<file path="src/rtl/video_pkg.sv">
package video_pkg;

  // coordinate width for x and y
  localparam int coord_w = 10;

  // horizontal timing, in pixels
  localparam logic [coord_w-1:0] h_active = 10'd640;
  localparam logic [coord_w-1:0] h_front  = 10'd16;
  localparam logic [coord_w-1:0] h_sync   = 10'd96;
  localparam logic [coord_w-1:0] h_back   = 10'd48;

  // vertical timing, in lines
  localparam logic [coord_w-1:0] v_active = 10'd480;
  localparam logic [coord_w-1:0] v_front  = 10'd10;
  localparam logic [coord_w-1:0] v_sync   = 10'd2;
  localparam logic [coord_w-1:0] v_back   = 10'd33;

endpackage

</file>
<file path="src/rtl/glyph_pkg.sv">
package glyph_pkg;

  // 128 glyph slots of 16 rows each
  localparam int rom_addr_w = 11;

  localparam int glyph_w = 8;
  localparam int glyph_h = 16;

  localparam logic [6:0] sprite_base = 7'd127; // last slot holds the player

  // ascii codes used by the hud strings
  localparam logic [7:0] chr_digit0 = 8'h30;
  localparam logic [7:0] chr_space  = 8'h20;
  localparam logic [7:0] chr_cap_h  = 8'h48;
  localparam logic [7:0] chr_cap_l  = 8'h4c;
  localparam logic [7:0] chr_a      = 8'h61;
  localparam logic [7:0] chr_e      = 8'h65;
  localparam logic [7:0] chr_h      = 8'h68;
  localparam logic [7:0] chr_l      = 8'h6c;
  localparam logic [7:0] chr_t      = 8'h74;
  localparam logic [7:0] chr_v      = 8'h76;

  // one rom word, font or sprite view
  typedef union packed {
    logic [7:0]      font;   // bit 7 is the leftmost pixel
    logic [3:0][1:0] sprite; // entry 3 is the leftmost column
  } glyph_row_t;

  // sprite colours, index 0 is transparent
  localparam logic [23:0] palette_rgb [4] = '{
    24'h000000,
    24'hf8d030,
    24'h2050e0,
    24'he03020
  };

endpackage

</file>
<file path="src/rtl/raster_counter.sv">
`timescale 1ns/100ps

module raster_counter #(
  parameter logic [video_pkg::coord_w-1:0] h_active = video_pkg::h_active,
  parameter logic [video_pkg::coord_w-1:0] h_front  = video_pkg::h_front,
  parameter logic [video_pkg::coord_w-1:0] h_sync   = video_pkg::h_sync,
  parameter logic [video_pkg::coord_w-1:0] h_back   = video_pkg::h_back,
  parameter logic [video_pkg::coord_w-1:0] v_active = video_pkg::v_active,
  parameter logic [video_pkg::coord_w-1:0] v_front  = video_pkg::v_front,
  parameter logic [video_pkg::coord_w-1:0] v_sync   = video_pkg::v_sync,
  parameter logic [video_pkg::coord_w-1:0] v_back   = video_pkg::v_back
) (
  input  logic                            Clk,
  input  logic                            arst_n,
  output logic                            phase,
  output logic [video_pkg::coord_w-1:0]   draw_x,
  output logic [video_pkg::coord_w-1:0]   draw_y,
  output logic                            draw_active,
  output logic                            hsync,
  output logic                            vsync
);

  localparam logic [video_pkg::coord_w-1:0] h_last = h_active + h_front + h_sync + h_back - 1'b1;
  localparam logic [video_pkg::coord_w-1:0] v_last = v_active + v_front + v_sync + v_back - 1'b1;
  localparam logic [video_pkg::coord_w-1:0] hs_beg = h_active + h_front;
  localparam logic [video_pkg::coord_w-1:0] vs_beg = v_active + v_front;

  always_ff @(posedge Clk or negedge arst_n) begin
    if (!arst_n) begin
      phase  <= 1'b0;
      draw_x <= '0;
      draw_y <= '0;
    end else begin
      phase <= !phase;
      if (phase) begin // pixel ends on the odd cycle
        if (draw_x == h_last) begin
          draw_x <= '0;
          draw_y <= (draw_y == v_last) ? '0 : draw_y + 1'b1;
        end else begin
          draw_x <= draw_x + 1'b1;
        end
      end
    end
  end

  assign draw_active = (draw_x < h_active) && (draw_y < v_active);

  // active low sync pulses
  assign hsync = !((draw_x >= hs_beg) && (draw_x < hs_beg + h_sync));
  assign vsync = !((draw_y >= vs_beg) && (draw_y < vs_beg + v_sync));

endmodule

</file>
<file path="src/rtl/hud_text.sv">
`timescale 1ns/100ps

module hud_text #(
  parameter int glyph_w = glyph_pkg::glyph_w,
  parameter int glyph_h = glyph_pkg::glyph_h
) (
  input  logic                             Clk,
  input  logic                             arst_n,
  input  logic                             phase,
  input  logic [video_pkg::coord_w-1:0]    draw_x,
  input  logic [video_pkg::coord_w-1:0]    draw_y,
  input  logic                             draw_active,
  input  logic [video_pkg::coord_w-1:0]    font_x,
  input  logic [video_pkg::coord_w-1:0]    font_y,
  input  logic [3:0]                       level,
  input  logic [3:0]                       health,
  input  glyph_pkg::glyph_row_t            text_data,
  input  logic                             text_ok,
  output logic [glyph_pkg::rom_addr_w-1:0] text_addr,
  output logic                             text_hit,
  output logic [23:0]                      text_rgb
);

  localparam int cw = video_pkg::coord_w;
  localparam int aw = glyph_pkg::rom_addr_w;
  localparam int bw = $clog2(glyph_w);
  localparam int rw = $clog2(glyph_h);
  localparam int line0_len = 7; // "Level N"
  localparam int line1_len = 8; // "Health N"

  logic [cw-1:0] dx;
  logic [cw-1:0] dy;
  logic [cw-1:0] col;
  logic          line;
  logic          in_box;
  logic [rw-1:0] row_idx;
  logic [bw-1:0] bit_col;
  logic [7:0]    chr;
  logic          hit_q;
  logic [bw-1:0] bit_q;

  always_comb begin
    dx      = draw_x - font_x;
    dy      = draw_y - font_y;
    col     = cw'(dx / glyph_w); // character column
    line    = (dy >= glyph_h);
    row_idx = rw'(dy % glyph_h);
    bit_col = bw'(dx % glyph_w);
    in_box  = draw_active && (draw_x >= font_x) && (draw_y >= font_y) &&
              (dy < 2 * glyph_h) && (col < (line ? line1_len : line0_len));

    case ({line, col[2:0]})
      4'b0_000: chr = glyph_pkg::chr_cap_l;
      4'b0_001: chr = glyph_pkg::chr_e;
      4'b0_010: chr = glyph_pkg::chr_v;
      4'b0_011: chr = glyph_pkg::chr_e;
      4'b0_100: chr = glyph_pkg::chr_l;
      4'b0_110: chr = glyph_pkg::chr_digit0 + {4'd0, level};
      4'b1_000: chr = glyph_pkg::chr_cap_h;
      4'b1_001: chr = glyph_pkg::chr_e;
      4'b1_010: chr = glyph_pkg::chr_a;
      4'b1_011: chr = glyph_pkg::chr_l;
      4'b1_100: chr = glyph_pkg::chr_t;
      4'b1_101: chr = glyph_pkg::chr_h;
      4'b1_111: chr = glyph_pkg::chr_digit0 + {4'd0, health};
      default:  chr = glyph_pkg::chr_space;
    endcase

    text_addr = aw'(chr) * aw'(glyph_h) + aw'(row_idx);
  end

  // context from the even cycle waits for the rom word
  always_ff @(posedge Clk or negedge arst_n) begin
    if (!arst_n) begin
      hit_q    <= 1'b0;
      text_hit <= 1'b0;
    end else begin
      if (!phase) hit_q <= in_box;
      if (text_ok) text_hit <= hit_q;
    end
  end

  always_ff @(posedge Clk) begin
    if (!phase) bit_q <= bit_col;
    if (text_ok) begin
      // set bit is white, clear bit black
      text_rgb <= (hit_q && text_data.font[glyph_w-1-bit_q]) ? 24'hffffff : 24'h000000;
    end
  end

endmodule

</file>
<file path="src/rtl/player_sprite.sv">
`timescale 1ns/100ps

module player_sprite #(
  parameter int glyph_w = glyph_pkg::glyph_w,
  parameter int glyph_h = glyph_pkg::glyph_h
) (
  input  logic                             Clk,
  input  logic                             arst_n,
  input  logic                             phase,
  input  logic [video_pkg::coord_w-1:0]    draw_x,
  input  logic [video_pkg::coord_w-1:0]    draw_y,
  input  logic                             draw_active,
  input  logic [video_pkg::coord_w-1:0]    player_x,
  input  logic [video_pkg::coord_w-1:0]    player_y,
  input  glyph_pkg::glyph_row_t            spr_data,
  input  logic                             spr_ok,
  output logic [glyph_pkg::rom_addr_w-1:0] spr_addr,
  output logic                             spr_hit,
  output logic [23:0]                      spr_rgb
);

  localparam int cw   = video_pkg::coord_w;
  localparam int aw   = glyph_pkg::rom_addr_w;
  localparam int bw   = $clog2(glyph_w);
  localparam int rw   = $clog2(glyph_h);
  localparam int half = glyph_w / 2;

  logic [cw-1:0] dx;
  logic [cw-1:0] dy;
  logic          in_box;
  logic          hit_q;
  logic [bw-1:0] col_q;
  logic [bw-1:0] mcol;
  logic [1:0]    pal_idx;

  always_comb begin
    dx       = draw_x - player_x;
    dy       = draw_y - player_y;
    in_box   = draw_active && (draw_x >= player_x) && (draw_y >= player_y) &&
               (dx < glyph_w) && (dy < glyph_h);
    spr_addr = aw'(glyph_pkg::sprite_base) * aw'(glyph_h) + aw'(dy[rw-1:0]);
  end

  // right half mirrors the left
  always_comb begin
    mcol    = (col_q < half) ? col_q : bw'(glyph_w - 1 - col_q);
    pal_idx = spr_data.sprite[half-1-mcol];
  end

  always_ff @(posedge Clk or negedge arst_n) begin
    if (!arst_n) begin
      hit_q   <= 1'b0;
      spr_hit <= 1'b0;
    end else begin
      if (phase) hit_q <= in_box;
      if (spr_ok) spr_hit <= hit_q && (pal_idx != 2'd0);
    end
  end

  always_ff @(posedge Clk) begin
    if (phase) col_q <= dx[bw-1:0];
    if (spr_ok) spr_rgb <= glyph_pkg::palette_rgb[pal_idx];
  end

endmodule

</file>
<file path="src/rtl/rom_arbiter.sv">
`timescale 1ns/100ps

module rom_arbiter (
  input  logic                             Clk,
  input  logic                             arst_n,
  input  logic                             phase,
  input  logic [glyph_pkg::rom_addr_w-1:0] text_addr,
  input  logic [glyph_pkg::rom_addr_w-1:0] spr_addr,
  input  glyph_pkg::glyph_row_t            rom_data,
  output logic [glyph_pkg::rom_addr_w-1:0] rom_addr,
  output glyph_pkg::glyph_row_t            text_data,
  output logic                             text_ok,
  output glyph_pkg::glyph_row_t            spr_data,
  output logic                             spr_ok
);

  logic busy_q; // a read is in flight
  logic slot_q; // owner of that read, 1 is the sprite

  // even slot to text, odd slot to sprite
  assign rom_addr = phase ? spr_addr : text_addr;

  always_ff @(posedge Clk or negedge arst_n) begin
    if (!arst_n) begin
      busy_q <= 1'b0;
      slot_q <= 1'b0;
    end else begin
      busy_q <= 1'b1;
      slot_q <= phase;
    end
  end

  assign text_ok = busy_q && !slot_q;
  assign spr_ok  = busy_q && slot_q;

  // only the owner sees the word
  assign text_data = text_ok ? rom_data : '0;
  assign spr_data  = spr_ok ? rom_data : '0;

endmodule

</file>
<file path="src/rtl/glyph_rom.sv">
`timescale 1ns/100ps

module glyph_rom (
  input  logic                             Clk,
  input  logic [glyph_pkg::rom_addr_w-1:0] rom_addr,
  output glyph_pkg::glyph_row_t            rom_data
);

  localparam int aw = glyph_pkg::rom_addr_w;

  logic [127:0] glyph; // 16 rows, row 0 in the top byte
  logic [3:0]   row;

  always_comb begin
    row = rom_addr[3:0];
    case (rom_addr[aw-1:4])
      glyph_pkg::chr_digit0 + 8'd0: glyph = 128'h0000_7CC6C6CEDEF6E6C6C67C_00000000;
      glyph_pkg::chr_digit0 + 8'd1: glyph = 128'h0000_1838781818181818187E_00000000;
      glyph_pkg::chr_digit0 + 8'd2: glyph = 128'h0000_7CC6060C183060C0C6FE_00000000;
      glyph_pkg::chr_digit0 + 8'd3: glyph = 128'h0000_7CC606063C060606C67C_00000000;
      glyph_pkg::chr_digit0 + 8'd4: glyph = 128'h0000_0C1C3C6CCCFE0C0C0C1E_00000000;
      glyph_pkg::chr_digit0 + 8'd5: glyph = 128'h0000_FEC0C0C0FC060606C67C_00000000;
      glyph_pkg::chr_digit0 + 8'd6: glyph = 128'h0000_3860C0C0FCC6C6C6C67C_00000000;
      glyph_pkg::chr_digit0 + 8'd7: glyph = 128'h0000_FEC606060C1830303030_00000000;
      glyph_pkg::chr_digit0 + 8'd8: glyph = 128'h0000_7CC6C6C67CC6C6C6C67C_00000000;
      glyph_pkg::chr_digit0 + 8'd9: glyph = 128'h0000_7CC6C6C67E0606060C78_00000000;
      glyph_pkg::chr_cap_h:         glyph = 128'h0000_C6C6C6C6FEC6C6C6C6C6_00000000;
      glyph_pkg::chr_cap_l:         glyph = 128'h0000_F06060606060606266FE_00000000;
      glyph_pkg::chr_a:             glyph = 128'h0000_000000780C7CCCCCCC76_00000000;
      glyph_pkg::chr_e:             glyph = 128'h0000_0000007CC6FEC0C0C67C_00000000;
      glyph_pkg::chr_h:             glyph = 128'h0000_E060606C7666666666E6_00000000;
      glyph_pkg::chr_l:             glyph = 128'h0000_3818181818181818183C_00000000;
      glyph_pkg::chr_t:             glyph = 128'h0000_103030FC30303030361C_00000000;
      glyph_pkg::chr_v:             glyph = 128'h0000_000000C6C6C6C66C3810_00000000;
      glyph_pkg::chr_space:         glyph = '0;
      // player, 2-bit palette indices for the left half
      glyph_pkg::sprite_base:       glyph = 128'h0005_151F1F052AAA8A8A0A3C_3030F000;
      default:                      glyph = '0;
    endcase
  end

  always_ff @(posedge Clk) begin
    rom_data.font <= glyph[(15 - row) * 8 +: 8];
  end

endmodule

</file>
<file path="src/rtl/overlay_top.sv">
`timescale 1ns/100ps

module overlay_top (
  input  logic                          Clk,
  input  logic                          arst_n,
  input  logic [video_pkg::coord_w-1:0] font_x,
  input  logic [video_pkg::coord_w-1:0] font_y,
  input  logic [3:0]                    level,
  input  logic [3:0]                    health,
  input  logic [video_pkg::coord_w-1:0] player_x,
  input  logic [video_pkg::coord_w-1:0] player_y,
  output logic                          hsync,
  output logic                          vsync,
  output logic [23:0]                   rgb,
  output logic [video_pkg::coord_w-1:0] pix_x,
  output logic [video_pkg::coord_w-1:0] pix_y,
  output logic                          pix_valid
);

  logic                             phase;
  logic [video_pkg::coord_w-1:0]    draw_x;
  logic [video_pkg::coord_w-1:0]    draw_y;
  logic                             draw_active;
  logic [glyph_pkg::rom_addr_w-1:0] text_addr;
  logic [glyph_pkg::rom_addr_w-1:0] spr_addr;
  logic [glyph_pkg::rom_addr_w-1:0] rom_addr;
  glyph_pkg::glyph_row_t            rom_data;
  glyph_pkg::glyph_row_t            text_data;
  glyph_pkg::glyph_row_t            spr_data;
  logic                             text_ok;
  logic                             spr_ok;
  logic                             text_hit;
  logic                             spr_hit;
  logic [23:0]                      text_rgb;
  logic [23:0]                      spr_rgb;
  logic [23:0]                      merged;
  logic [video_pkg::coord_w-1:0]    x_d;
  logic [video_pkg::coord_w-1:0]    y_d;
  logic                             act_d;

  raster_counter #(
    .h_active (video_pkg::h_active),
    .h_front  (video_pkg::h_front),
    .h_sync   (video_pkg::h_sync),
    .h_back   (video_pkg::h_back),
    .v_active (video_pkg::v_active),
    .v_front  (video_pkg::v_front),
    .v_sync   (video_pkg::v_sync),
    .v_back   (video_pkg::v_back)
  ) i_raster_counter (
    .Clk, .arst_n, .phase, .draw_x, .draw_y, .draw_active, .hsync, .vsync
  );

  hud_text #(
    .glyph_w (glyph_pkg::glyph_w),
    .glyph_h (glyph_pkg::glyph_h)
  ) i_hud_text (
    .Clk, .arst_n, .phase, .draw_x, .draw_y, .draw_active, .font_x, .font_y,
    .level, .health, .text_data, .text_ok, .text_addr, .text_hit, .text_rgb
  );

  player_sprite #(
    .glyph_w (glyph_pkg::glyph_w),
    .glyph_h (glyph_pkg::glyph_h)
  ) i_player_sprite (
    .Clk, .arst_n, .phase, .draw_x, .draw_y, .draw_active, .player_x, .player_y,
    .spr_data, .spr_ok, .spr_addr, .spr_hit, .spr_rgb
  );

  rom_arbiter i_rom_arbiter (
    .Clk, .arst_n, .phase, .text_addr, .spr_addr, .rom_data,
    .rom_addr, .text_data, .text_ok, .spr_data, .spr_ok
  );

  glyph_rom i_glyph_rom (.Clk, .rom_addr, .rom_data);

  // sprite over text, black underneath
  assign merged = spr_hit ? spr_rgb : (text_hit ? text_rgb : 24'h000000);

  always_ff @(posedge Clk or negedge arst_n) begin
    if (!arst_n) begin
      act_d     <= 1'b0;
      pix_valid <= 1'b0;
      rgb       <= '0;
    end else begin
      pix_valid <= phase && act_d; // both layers settled on this odd cycle
      if (phase) begin
        act_d <= draw_active;
        rgb   <= merged;
      end
    end
  end

  // coordinates trail by one pixel to meet the hits
  always_ff @(posedge Clk) begin
    if (phase) begin
      x_d   <= draw_x;
      y_d   <= draw_y;
      pix_x <= x_d;
      pix_y <= y_d;
    end
  end

endmodule

</file>
<file path="config.mk">
export PLATFORM = sky130hd
export DESIGN_NAME = overlay_top
export DESIGN_NICKNAME = d
export VERILOG_FILES = /design/src/rtl/video_pkg.sv /design/src/rtl/glyph_pkg.sv /design/src/rtl/raster_counter.sv /design/src/rtl/hud_text.sv /design/src/rtl/player_sprite.sv /design/src/rtl/rom_arbiter.sv /design/src/rtl/glyph_rom.sv /design/src/rtl/overlay_top.sv
export SDC_FILE = /design/constraint.sdc
export NUM_CORES = 1
export LEC_CHECK = 0
export BUFFER_PORTS_ARGS = -buffer_cell sky130_fd_sc_hd__buf_2
export CORE_MARGIN = 5
export CORE_UTILIZATION = 30
export CTS_CLUSTER_DIAMETER = 100
export DETAILED_ROUTE_END_ITERATION = 12
export SLEW_MARGIN = 40
export SYNTH_ARGS = -nofsm -noshare
export SYNTH_HDL_FRONTEND = slang
export SYNTH_SLANG_ARGS = --single-unit
</file>
<file path="constraint.sdc">
create_clock -name Clk -period 16.31 [get_ports Clk]
set_input_delay 2.4465 -clock Clk [delete_from_list [all_inputs] [get_ports Clk]]
set_output_delay 2.4465 -clock Clk [all_outputs]
set_load 0.03 [all_outputs]
</file>
# After elaboration in Yosys (flattened, before gate mapping)
# Cells that the tools add are included.
# classes
n_reduce_logical	25
n_mux	19
n_shift	1
order_cmp	19
eq_ne	33
n_addsub	14
bitwise_logic	1
# op_table
cell	n
$pmux 115 s19	1
$shiftx 128x33->8	1
$mux 24	5
$eq 7x6->1 const B	10
$pmux 7 s10	1
$eq 7x7->1 const B	9
$bmux 24 s2	1
$ge 10x10->1	4
$sub 10x10->10	4
$lt 32x3->1 const B	1
$lt 32x4->1 const B	1
$lt 7x32->1	1
$eq 4x4->1 const B	7
$add 10x1->10 const B	2
$eq 10x10->1 const B	2
$lt 10x10->1 const B	2
$lt 10x9->1 const B	2
$mux 10	2
$logic_and 1x1->1	16
$mux 8	2
$add 6x4->7 const A	2
$add 11x4->11	1
$mux 11	1
$ge 10x10->1 const B	1
28 further kinds	33
# word_totals
word_cells	133
regBits	155
in_bits	50
output_inout_bits	47

# Logic depth before layout (Yosys ltp)
# Gate-level depths: netlist (run 1).
# logic_depth
depth_word	10
ltp_mapped	28
ltp_nobuf	26

# Cells and area by module
# A second synthesis (run 1) with hierarchy kept.
# unflattened
cells_unflattened	1072
hier_area_um2	9471.6
# by_module_without_submodules
mod	area_per_inst_um2	n_inst	cells_per_inst	seq_area_each_um2
overlay_top	2478.6	1	177	1851.8
glyph_rom	2085.8	1	316	160.2
player_sprite	1734.2	1	206	320.3
hud_text	1699.1	1	223	170.2
raster_counter	1099.8	1	115	525.5
rom_arbiter	374.1	1	35	50.0

# Worst setup path after synthesis (run 1)
# Ideal clock, no wire load.
# synth_timing
path_kind	input-to-reg
start	input font_y[0] (netlist bit)
end	register i_glyph_rom.rom_data[3] (netlist bit)
setup_slack_ns	9.169
path_stages	26
setup_ns	0.117
required_ns	16.193
arrival_time_ns	7.023
path_buffers	2
cell_sequence	ha_1 -> fa_1 -> nor2b_1 -> o21ai_0 -> a21oi_1 -> o21ai_0 -> a21boi_0 -> o21ai_0 -> nand2_1 -> xor2_1 -> nor3_1 -> nand2_1 -> inv_1 -> ha_1 -> buf_2 -> nor2_2 -> or4b_1 -> o31ai_1 -> o32ai_1 -> a22o_1 -> buf_6 -> a31oi_1 -> a311oi_1 -> or4_1 -> a32o_1 -> a32o_1
# synth_via
elab_chain_len	10
word_cells_on_any_way	42
cone_classes	3 x add/sub; 1 x order compare; 31 x eq/ne; 1 x shift; 3 x mux; 3 x reduce/logical
# synth_lines
element	line_no	text
from (decl)	overlay_top.sv:7	input logic [video_pkg::coord_w-1:0] font_y,
$sub 10x10->10 *	hud_text.sv:44	dy = draw_y - font_y;
$ge 10x5->1	hud_text.sv:46	line = (dy >= glyph_h);
$eq 4x1->1 (tied with other cells)	hud_text.sv:52	case ({line, col[2:0]})
$reduce_or 3->1 (no line) or $reduce_or 2->1 (tied branches)	n/a	
$pmux 7 s10	hud_text.sv:52	
$add 11x4->11 *	hud_text.sv:69	text_addr = aw'(chr) * aw'(glyph_h) + aw'(row_idx);
$mux 11 *	rom_arbiter.sv:21	assign rom_addr = phase ? spr_addr : text_addr;
$eq 7x7->1 or $eq 7x6->1 (tied branches)	glyph_rom.sv:16	case (rom_addr[aw-1:4])
$pmux 115 s19	glyph_rom.sv:16	
$shiftx 128x33->8 *	glyph_rom.sv:43	rom_data.font <= glyph[(15 - row) * 8 +: 8];
to (decl)	glyph_rom.sv:6	output glyph_pkg::glyph_row_t rom_data
# Mark *: on every way between the ends. The rest lies on a longest branch, timed or not.
# A chain may end at the register's enable or synchronous reset.

# Worst setup path after layout (run 1)
# layout_timing
start	input font_y[0] (netlist bit)
end	register i_glyph_rom.rom_data[7] (netlist bit)
# The elaborated chain is that of the path after synthesis.

==> run_results.csv, run 1 <==
group,metric,value,unit
clock_tree,post_cts_buffers,0,
global_route,grt_pass1_vias,6662,
detailed_routing,drc,0,
synth,netlist_area,7880,um^2
timing,setup_viol,0,
timing,period_share,0.497,
finish,fin_nets,1033,
detailed_routing,post_drt_wl_per_cell,18.7,um
critical_path,regToRegSetupSlack,9.79,ns
clock_tree,clock_path_buffers,2,
clock_tree,tritoncts,"done",
place,place.gp.congestion,0.908,
finish,finalInstanceArea,8810,um^2
clock_tree,clkTransAtPathRegs,0.07,ns
detailed_routing,postRouteAntennaNets,0,
global_route,track_usage,0.156,
critical_path,timing.critical_path.mode_cell,"o21ai_0",
timing,tightest_slew,0.754,ns
timing,max-slew-margin-rel,0.484,
synth,synth_cells,856,
power,power_frac_seq,0.461,
power,comb_power_share,0.204,
power,switchingPower,168,uW
power,power,576,uW
power,p_leak,0.00390,uW
finish,drive_gt1_frac,0.196,
clock_tree,cts_buffers,9,
timing,max_freq,123,MHz
global_route,grt_util_met1,0.229,
synth,postSynthAreaPerCell,9.20,um^2
place,io_buffers,96,
clock_tree,cts.sinks,97,
power,p_clk_frac,0.335,
global_route,grtUsageMet3,0.0222,
global_route,grt_overflow,0,
place,hpwl,18400,um
critical_path,worst_path_largest_cell_delay,0.70,ns
critical_path,worst_ep_arrival_time,8.33,ns
finish,stdcell_count,1263,
critical_path,required,16.53,ns
place,dp.cells,1247,
synth,ys_ff_latch,97,
floorplanning,die_area,29600,um^2
finish,num_antenna_cells,0,
timing,fin_crit,8.11,ns
global_route,busiest_layer,"met2",
clock_tree,root_buffer,"clkbuf_16",
power,p_sw_frac,0.292,
synth,yosysWarningCount,0,
global_route,grt_pass1_wl,36700,um
floorplanning,die_h,172,um
detailed_routing,wl,23600,um
clock_tree,cts_max_level,3,
detailed_routing,via_per_inst,5.60,
clock_tree,cts_resized,0,
global_route,grt_max_degree,58,
synth,netlist.area_leader.share,0.202,
clock_tree,hold_buffers,0,
critical_path,endpoint_kind,"register",
synth,synth_cell_types,103,
floorplanning,dieWidth,172,um
timing,rsz0062_at_grt,"false",
timing,skew,0.00835,ns
detailed_routing,firstDrtPassIters,6,
flow_run,cap_violations,0,
run_status,outcome,"finished, final reports clean",
finish,areaGrowthSynthToFinish,11.9,%
global_route,gr-usage-met2,0.238,
timing,drv_slew,0,
timing,tns,0,ns
synth,synth.area.top_cells,"edfxtp_1 (20%), dfrtp_1 (11%), ha_1 (8.9%)",
place,place_area,8540,um^2
power,p_int,408,uW
synth,seq_area_frac_synth,0.337,
synth,synthesis.nets,966,
power,irDropWorstVdd,49.9,uV
floorplanning,core_region_area,26000,um^2
critical_path,slowest_stage,"a2111oi_0",
global_route,antenna_found_initial,0,
critical_path,path_class,"input port to register",
power,p_per_area,65.4,nW/um^2
critical_path,cp-start-kind,"input port",
critical_path,path_max_fanout,12,
synth,synth_area_leader_cell,"edfxtp_1",
hold_path,hp-class,"register to register",
synth,synth_edf_count,53,
floorplanning,rows,59,
synth,synth_flop_cell,"edfxtp_1",
synth,async_reset_ff_frac,0.371,
timing,finalHoldViolCount,0,
clock_tree,clkLatencyLatePin,0.35,ns
floorplanning,start_util,0.303,
detailed_routing,vias,7068,
floorplanning,ios,97,
detailed_routing,drtIter0Drc,982,
==> per-layer routing <==
metal  wire length (um)  up-vias
met5                  0        -
met4                584        0
met3               1790       48
met2              10400      316
met1              10800     3382
li1                   -     3322
==> final cells by class <==
class | instances | area [um^2]
Multi-Input combinational cell | 643 | 4680
Fill cell | 2688 | 17200
Clock inverter | 5 | 32.5
Tap cell | 335 | 419
Inverter | 69 | 259
Clock buffer | 11 | 233
Sequential cell | 97 | 2660
Timing Repair Buffer | 103 | 536
==> path summary, 6_finish.rpt <==
path	from	endpoint	cells after the start
min reg2reg	y_d[1]$_DFFE_PP_	pix_y[1]$_DFFE_PP_	0
min	y_d[1]$_DFFE_PP_	pix_y[1]$_DFFE_PP_	0
max reg2reg	i_raster_counter.draw_y[0]$_DFFE_PN0P_	i_glyph_rom.rom_data[7]$_DFF_P_	26
min in group asynchronous	arst_n	i_raster_counter.draw_x[9]$_DFFE_PN0P_	1
max in group asynchronous	arst_n	i_raster_counter.phase$_DFF_PN0_	1
max	font_y[0]	i_glyph_rom.rom_data[7]$_DFF_P_	26
==> kinds of logic (layout without fill, tap and decap cells) <==
group	Yosys count	in the layout	share of synthesized area
and+or+nand+nor	290	290	0.206
AOI/OAI and AO/OA	236	236	0.218
buffers and inverters	116	188	0.0702
DFF	97	97	0.337
adders and majority gates	60	60	0.0991
xor gates and xnor gates	39	39	0.0443
muxes	17	17	0.0256
other	1	1	0.000476
==> power by group through the flow <==
stage          clock, uW  sequential, uW  combinational, uW
6_report             193             266                117
5_1_grt              209             267                128
2_1_floorplan          0             269               86.9
3_5_place_dp           0             271                115
4_1_cts              199             266                116
3_3_place_gp           0             271                117
==> through the flow <==
stage / util / hold slack (ns) / setup WS, ns
6_report: 0.339 / 0.421 / 8.20
5_1_grt: 0.339 / 0.426 / 7.84
4_1_cts: 0.339 / 0.421 / 8.37
3_5_place_dp: 0.329 / 0.405 / 8.04
3_3_place_gp: 0.329 / 0.401 / 8.17
2_1_floorplan: - / 0.400 / 9.17
==> sequential cells by signal, indices dropped and copies added, names as in the netlist, 6 cells and up <==
signal	flops
pix_y	10
i_raster_counter.draw_x	10
x_d	10
i_player_sprite.spr_rgb	6
rgb	7
y_d	10
pix_x	10
i_raster_counter.draw_y	10
i_glyph_rom.rom_data	8
==> synth_stat cells, types with 8 or more instances <==
| master | instances |
|---|---|
| o21ai_0 | 45 |
| ha_1 | 56 |
| a21oi_1 | 46 |
| and3_1 | 10 |
| nand2_1 | 50 |
| o22ai_1 | 8 |
| dfrtp_1 | 36 |
| nor2_1 | 64 |
| a211oi_1 | 9 |
| clkbuf_1 | 13 |
| inv_1 | 68 |
| a21o_1 | 16 |
| nand2b_1 | 14 |
| nand4_1 | 16 |
| nor4_1 | 18 |
| mux2i_1 | 10 |
| a31oi_1 | 11 |
| xor2_1 | 12 |
| buf_4 | 19 |
| nor2b_1 | 8 |
| xnor2_1 | 26 |
| nor3_1 | 30 |
| dfxtp_1 | 8 |
| edfxtp_1 | 53 |
| nand3_1 | 20 |
==> placed cells by master, fill, tap and decap left out, types with 5 or more instances in the layout <==
master,count
xor2_1,12
nor2b_1,8
nand2b_1,14
a31oi_1,11
dfrtp_1,35
clkbuf_16,9
nand4_1,16
o211ai_1,7
buf_2,95
a21o_1,16
o31ai_1,6
a211oi_1,9
o21ai_1,9
o21ai_0,43
edfxtp_1,53
nor2_2,7
o2111ai_1,7
nor3_1,30
nor4b_1,5
nand3_1,20
mux2_2,5
nor3_2,7
nor4_1,17
mux2i_1,10
and3_1,10
o22ai_1,8
ha_1,56
buf_4,8
o21a_1,5
xnor2_1,26
inv_1,68
a21oi_1,46
nand2_1,50
dfxtp_1,8
or3_1,6
nor2_1,64
==> worst max-delay path, delay by kind of cell <==
kind	cells	cell delay, ns
compound gates	11	2.66
fa+ha+maj	3	1.00
simple gates	9	1.91
xor+xnor	1	0.06
buf+inv	2	0.25
Note: power is estimated with default switching activity, not from simulation.
==> inputs of run 2 (changes only) <==
ABC_AREA = 1   (was not set)
clock period = 7.55 ns   (was 16.31 ns; I/O delays follow)
==> run 2 against run 1 <==
Net effect: clock-buffer cell count is 1 higher; non-clock buffer count shrank 2; cell count increased by 19%; via count grew 5.2%; core utilization up 0.12 points; largest cell class unchanged.
==> run_results.csv, run 2 <==
group,metric,value,unit
clock_tree,clkTransAtPathRegs,0.07,ns
synth,synth.area.top_cells,"edfxtp_1 (20%), dfrtp_1 (11%), nand2_1 (11%)",
timing,period_share,0.745,
clock_tree,hold_buffers,0,
finish,fin_nets,1264,
critical_path,rr_startpoint,"i_raster_counter.draw_y[1]$_DFFE_PN0P_",
synth,postSynthAreaPerCell,7.50,um^2
timing,rsz0062_at_grt,"false",
synth,yosysWarningCount,0,
synth,seq_area_frac_synth,0.329,
synth,synth_area_leader_cell,"edfxtp_1",
floorplanning,die_h,174,um
synth,synthesis.nets,1185,
critical_path,r2r-end,"i_glyph_rom.rom_data[1]$_DFF_P_",
detailed_routing,drc,0,
synth,synth_cell_types,54,
place,io_buffers,96,
run_status,outcome,"finished, final reports clean",
critical_path,regToRegSetupSlack,2.16,ns
floorplanning,rows,60,
power,irDropWorstVdd,108,uV
timing,max-slew-margin-rel,0.463,
clock_tree,clock_path_buffers,2,
timing,max_freq,178,MHz
clock_tree,cts.sinks,97,
finish,final_common_cell,"nand2_1",
synth,synth_common_cells,"nand2_1 (234), inv_1 (155), nor2_1 (100)",
global_route,grt_max_degree,44,
synth,netlist.area_leader.share,0.197,
finish,final_cell_mix,"nand2_1 (234), inv_1 (155), nor2_1 (100)",
finish,num_antenna_cells,0,
detailed_routing,firstDrtPassIters,5,
synth,yosysMostFrequentCell,"nand2_1",
finish,areaGrowthSynthToFinish,12.8,%
global_route,grt_pass1_wl,37800,um
critical_path,timing.critical_path.from,"font_y[0]",
synth,synth_flop_cell,"edfxtp_1",
power,p_leak,0.00475,uW
critical_path,path_class,"input port to register",
place,hpwl,18200,um
timing,tns,0,ns
clock_tree,cts_resized,0,
floorplanning,ios,97,
critical_path,crit_path_end,"i_glyph_rom.rom_data[1]$_DFF_P_",
detailed_routing,post_drt_wl_per_cell,15.4,um
timing,skew,0.00956,ns
timing,drv_slew,0,
place,place.gp.congestion,0.956,
critical_path,cp-start-kind,"input port",
detailed_routing,wl,23100,um
clock_tree,root_buffer,"clkbuf_16",
timing,fin_crit,5.63,ns
global_route,track_usage,0.151,
critical_path,timing.critical_path.mode_cell,"nand2_1",
flow_run,cap_violations,0,
synth,synth_cells,1075,
clock_tree,clkLatencyLatePin,0.34,ns
critical_path,slowest_stage,"nand2_1",
detailed_routing,drtIter0Drc,681,
finish,drive_gt1_frac,0.185,
finish,fin_util,0.340,
global_route,grt_overflow,0,
power,p_per_area,131,nW/um^2
timing,setup_viol,0,
global_route,antenna_found_initial,1,
floorplanning,core_region_area,26700,um^2
synth,netlist_area,8060,um^2
hold_path,hp-class,"register to register",
clock_tree,tritoncts,"done",
timing,tightest_slew,0.805,ns
critical_path,r2r_cells,29,
synth,async_reset_ff_frac,0.371,
clock_tree,cts_max_level,3,
detailed_routing,postRouteAntennaNets,0,
synth,ys_ff_latch,97,
finish,fillers,2874,
critical_path,worst_ep_arrival_time,5.86,ns
synth,synth_edf_count,53,
global_route,grt_pass1_vias,7052,
critical_path,required,7.79,ns
detailed_routing,via_per_inst,4.96,
timing,hold_slack,0.419,ns
floorplanning,dieWidth,174,um
timing,setup_slack,1.92,ns
critical_path,worst_path_largest_cell_delay,0.43,ns
critical_path,path_max_fanout,12,
floorplanning,start_util,0.302,
critical_path,endpoint_kind,"register",
clock_tree,cts_buffers,9,
detailed_routing,vias,7436,
timing,finalHoldViolCount,0,
clock_tree,post_cts_buffers,0,
floorplanning,die_area,30300,um^2
place,dp_worst_setup_slack,1.60,ns
-- run 2: changes by cell type in the layout (fill, tap and decap cells not counted), sizes merged, moves of 14 or more --
cell and change:
inv +102, nand3 +69, xnor2 -19, nand2 +204
nor2 +52, nand4 +22, nand2b -14
-- run 2: worst max-delay path, delay by kind of cell --
kind | cells | cell delay (ns)
fa+ha+maj | 3 | 0.84
simple gates | 20 | 2.96
compound gates | 3 | 0.62
buf+inv | 3 | 0.18
xor+xnor | 1 | 0.09
-- run 2: routing by layer --
layer	share of wire	global-route usage
met2	0.45	0.245
met3	0.064	0.0204
met4	0.015	0.0383
met5	0	0
met1	0.47	0.215
-- run 2: logic make-up (layout without fill, tap and decap cells) --
| group | count (synthesis) | after routing | synth area share |
|---|---|---|---|
| simple gates | 551 | 551 | 0.345 |
| compound gates | 141 | 141 | 0.0998 |
| fa+ha+maj | 60 | 60 | 0.0968 |
| buf+inv | 203 | 287 | 0.105 |
| xor+xnor | 22 | 22 | 0.0239 |
| flops | 97 | 97 | 0.329 |
| other cells | 1 | 1 | 0.000465 |
-- run 2: final cells by class --
| class | count | area [um^2] | share of cell area |
|---|---|---|---|
| repair buffers | 101 | 520 | 0.0572 |
| multi-input cells | 775 | 4570 | 0.503 |
| inverters | 170 | 638 | 0.0702 |
| well taps | 341 | 427 | 0.0469 |
| flip-flops and latches | 97 | 2650 | 0.292 |
| clock buffers | 12 | 258 | 0.0283 |
| clock inverters | 4 | 25.0 | 0.00275 |
-- run 2: worst min path at each step --
stage,start,to,slack [ns],depth (start not counted)
after floorplan,x_d[0]$_DFFE_PP_,pix_x[0]$_DFFE_PP_,0.40,0
after global placement,x_d[4]$_DFFE_PP_,pix_x[4]$_DFFE_PP_,0.40,0
after detailed placement,x_d[6]$_DFFE_PP_,pix_x[6]$_DFFE_PP_,0.40,0
after CTS,x_d[6]$_DFFE_PP_,pix_x[6]$_DFFE_PP_,0.42,0
after global routing,x_d[6]$_DFFE_PP_,pix_x[6]$_DFFE_PP_,0.43,0
final,x_d[1]$_DFFE_PP_,pix_x[1]$_DFFE_PP_,0.42,0
-- run 2: power breakdown --
| part | switching, uW | internal (uW) | leakage [uW] |
|---|---|---|---|
| logic | 126 | 67.4 | 0.00350 |
| clock network | 188 | 243 | 0.000139 |
| registers | 4.57 | 565 | 0.00111 |
-- run 2: per-stage QoR --
step	std cells	power (uW)	cell area, um^2
after CTS	1500	1210	9100
after floorplan	1075	715	8060
after detailed placement	1484	771	8810
after global placement	1484	772	8800
after global routing	1500	1260	9100
final	1500	1190	9100
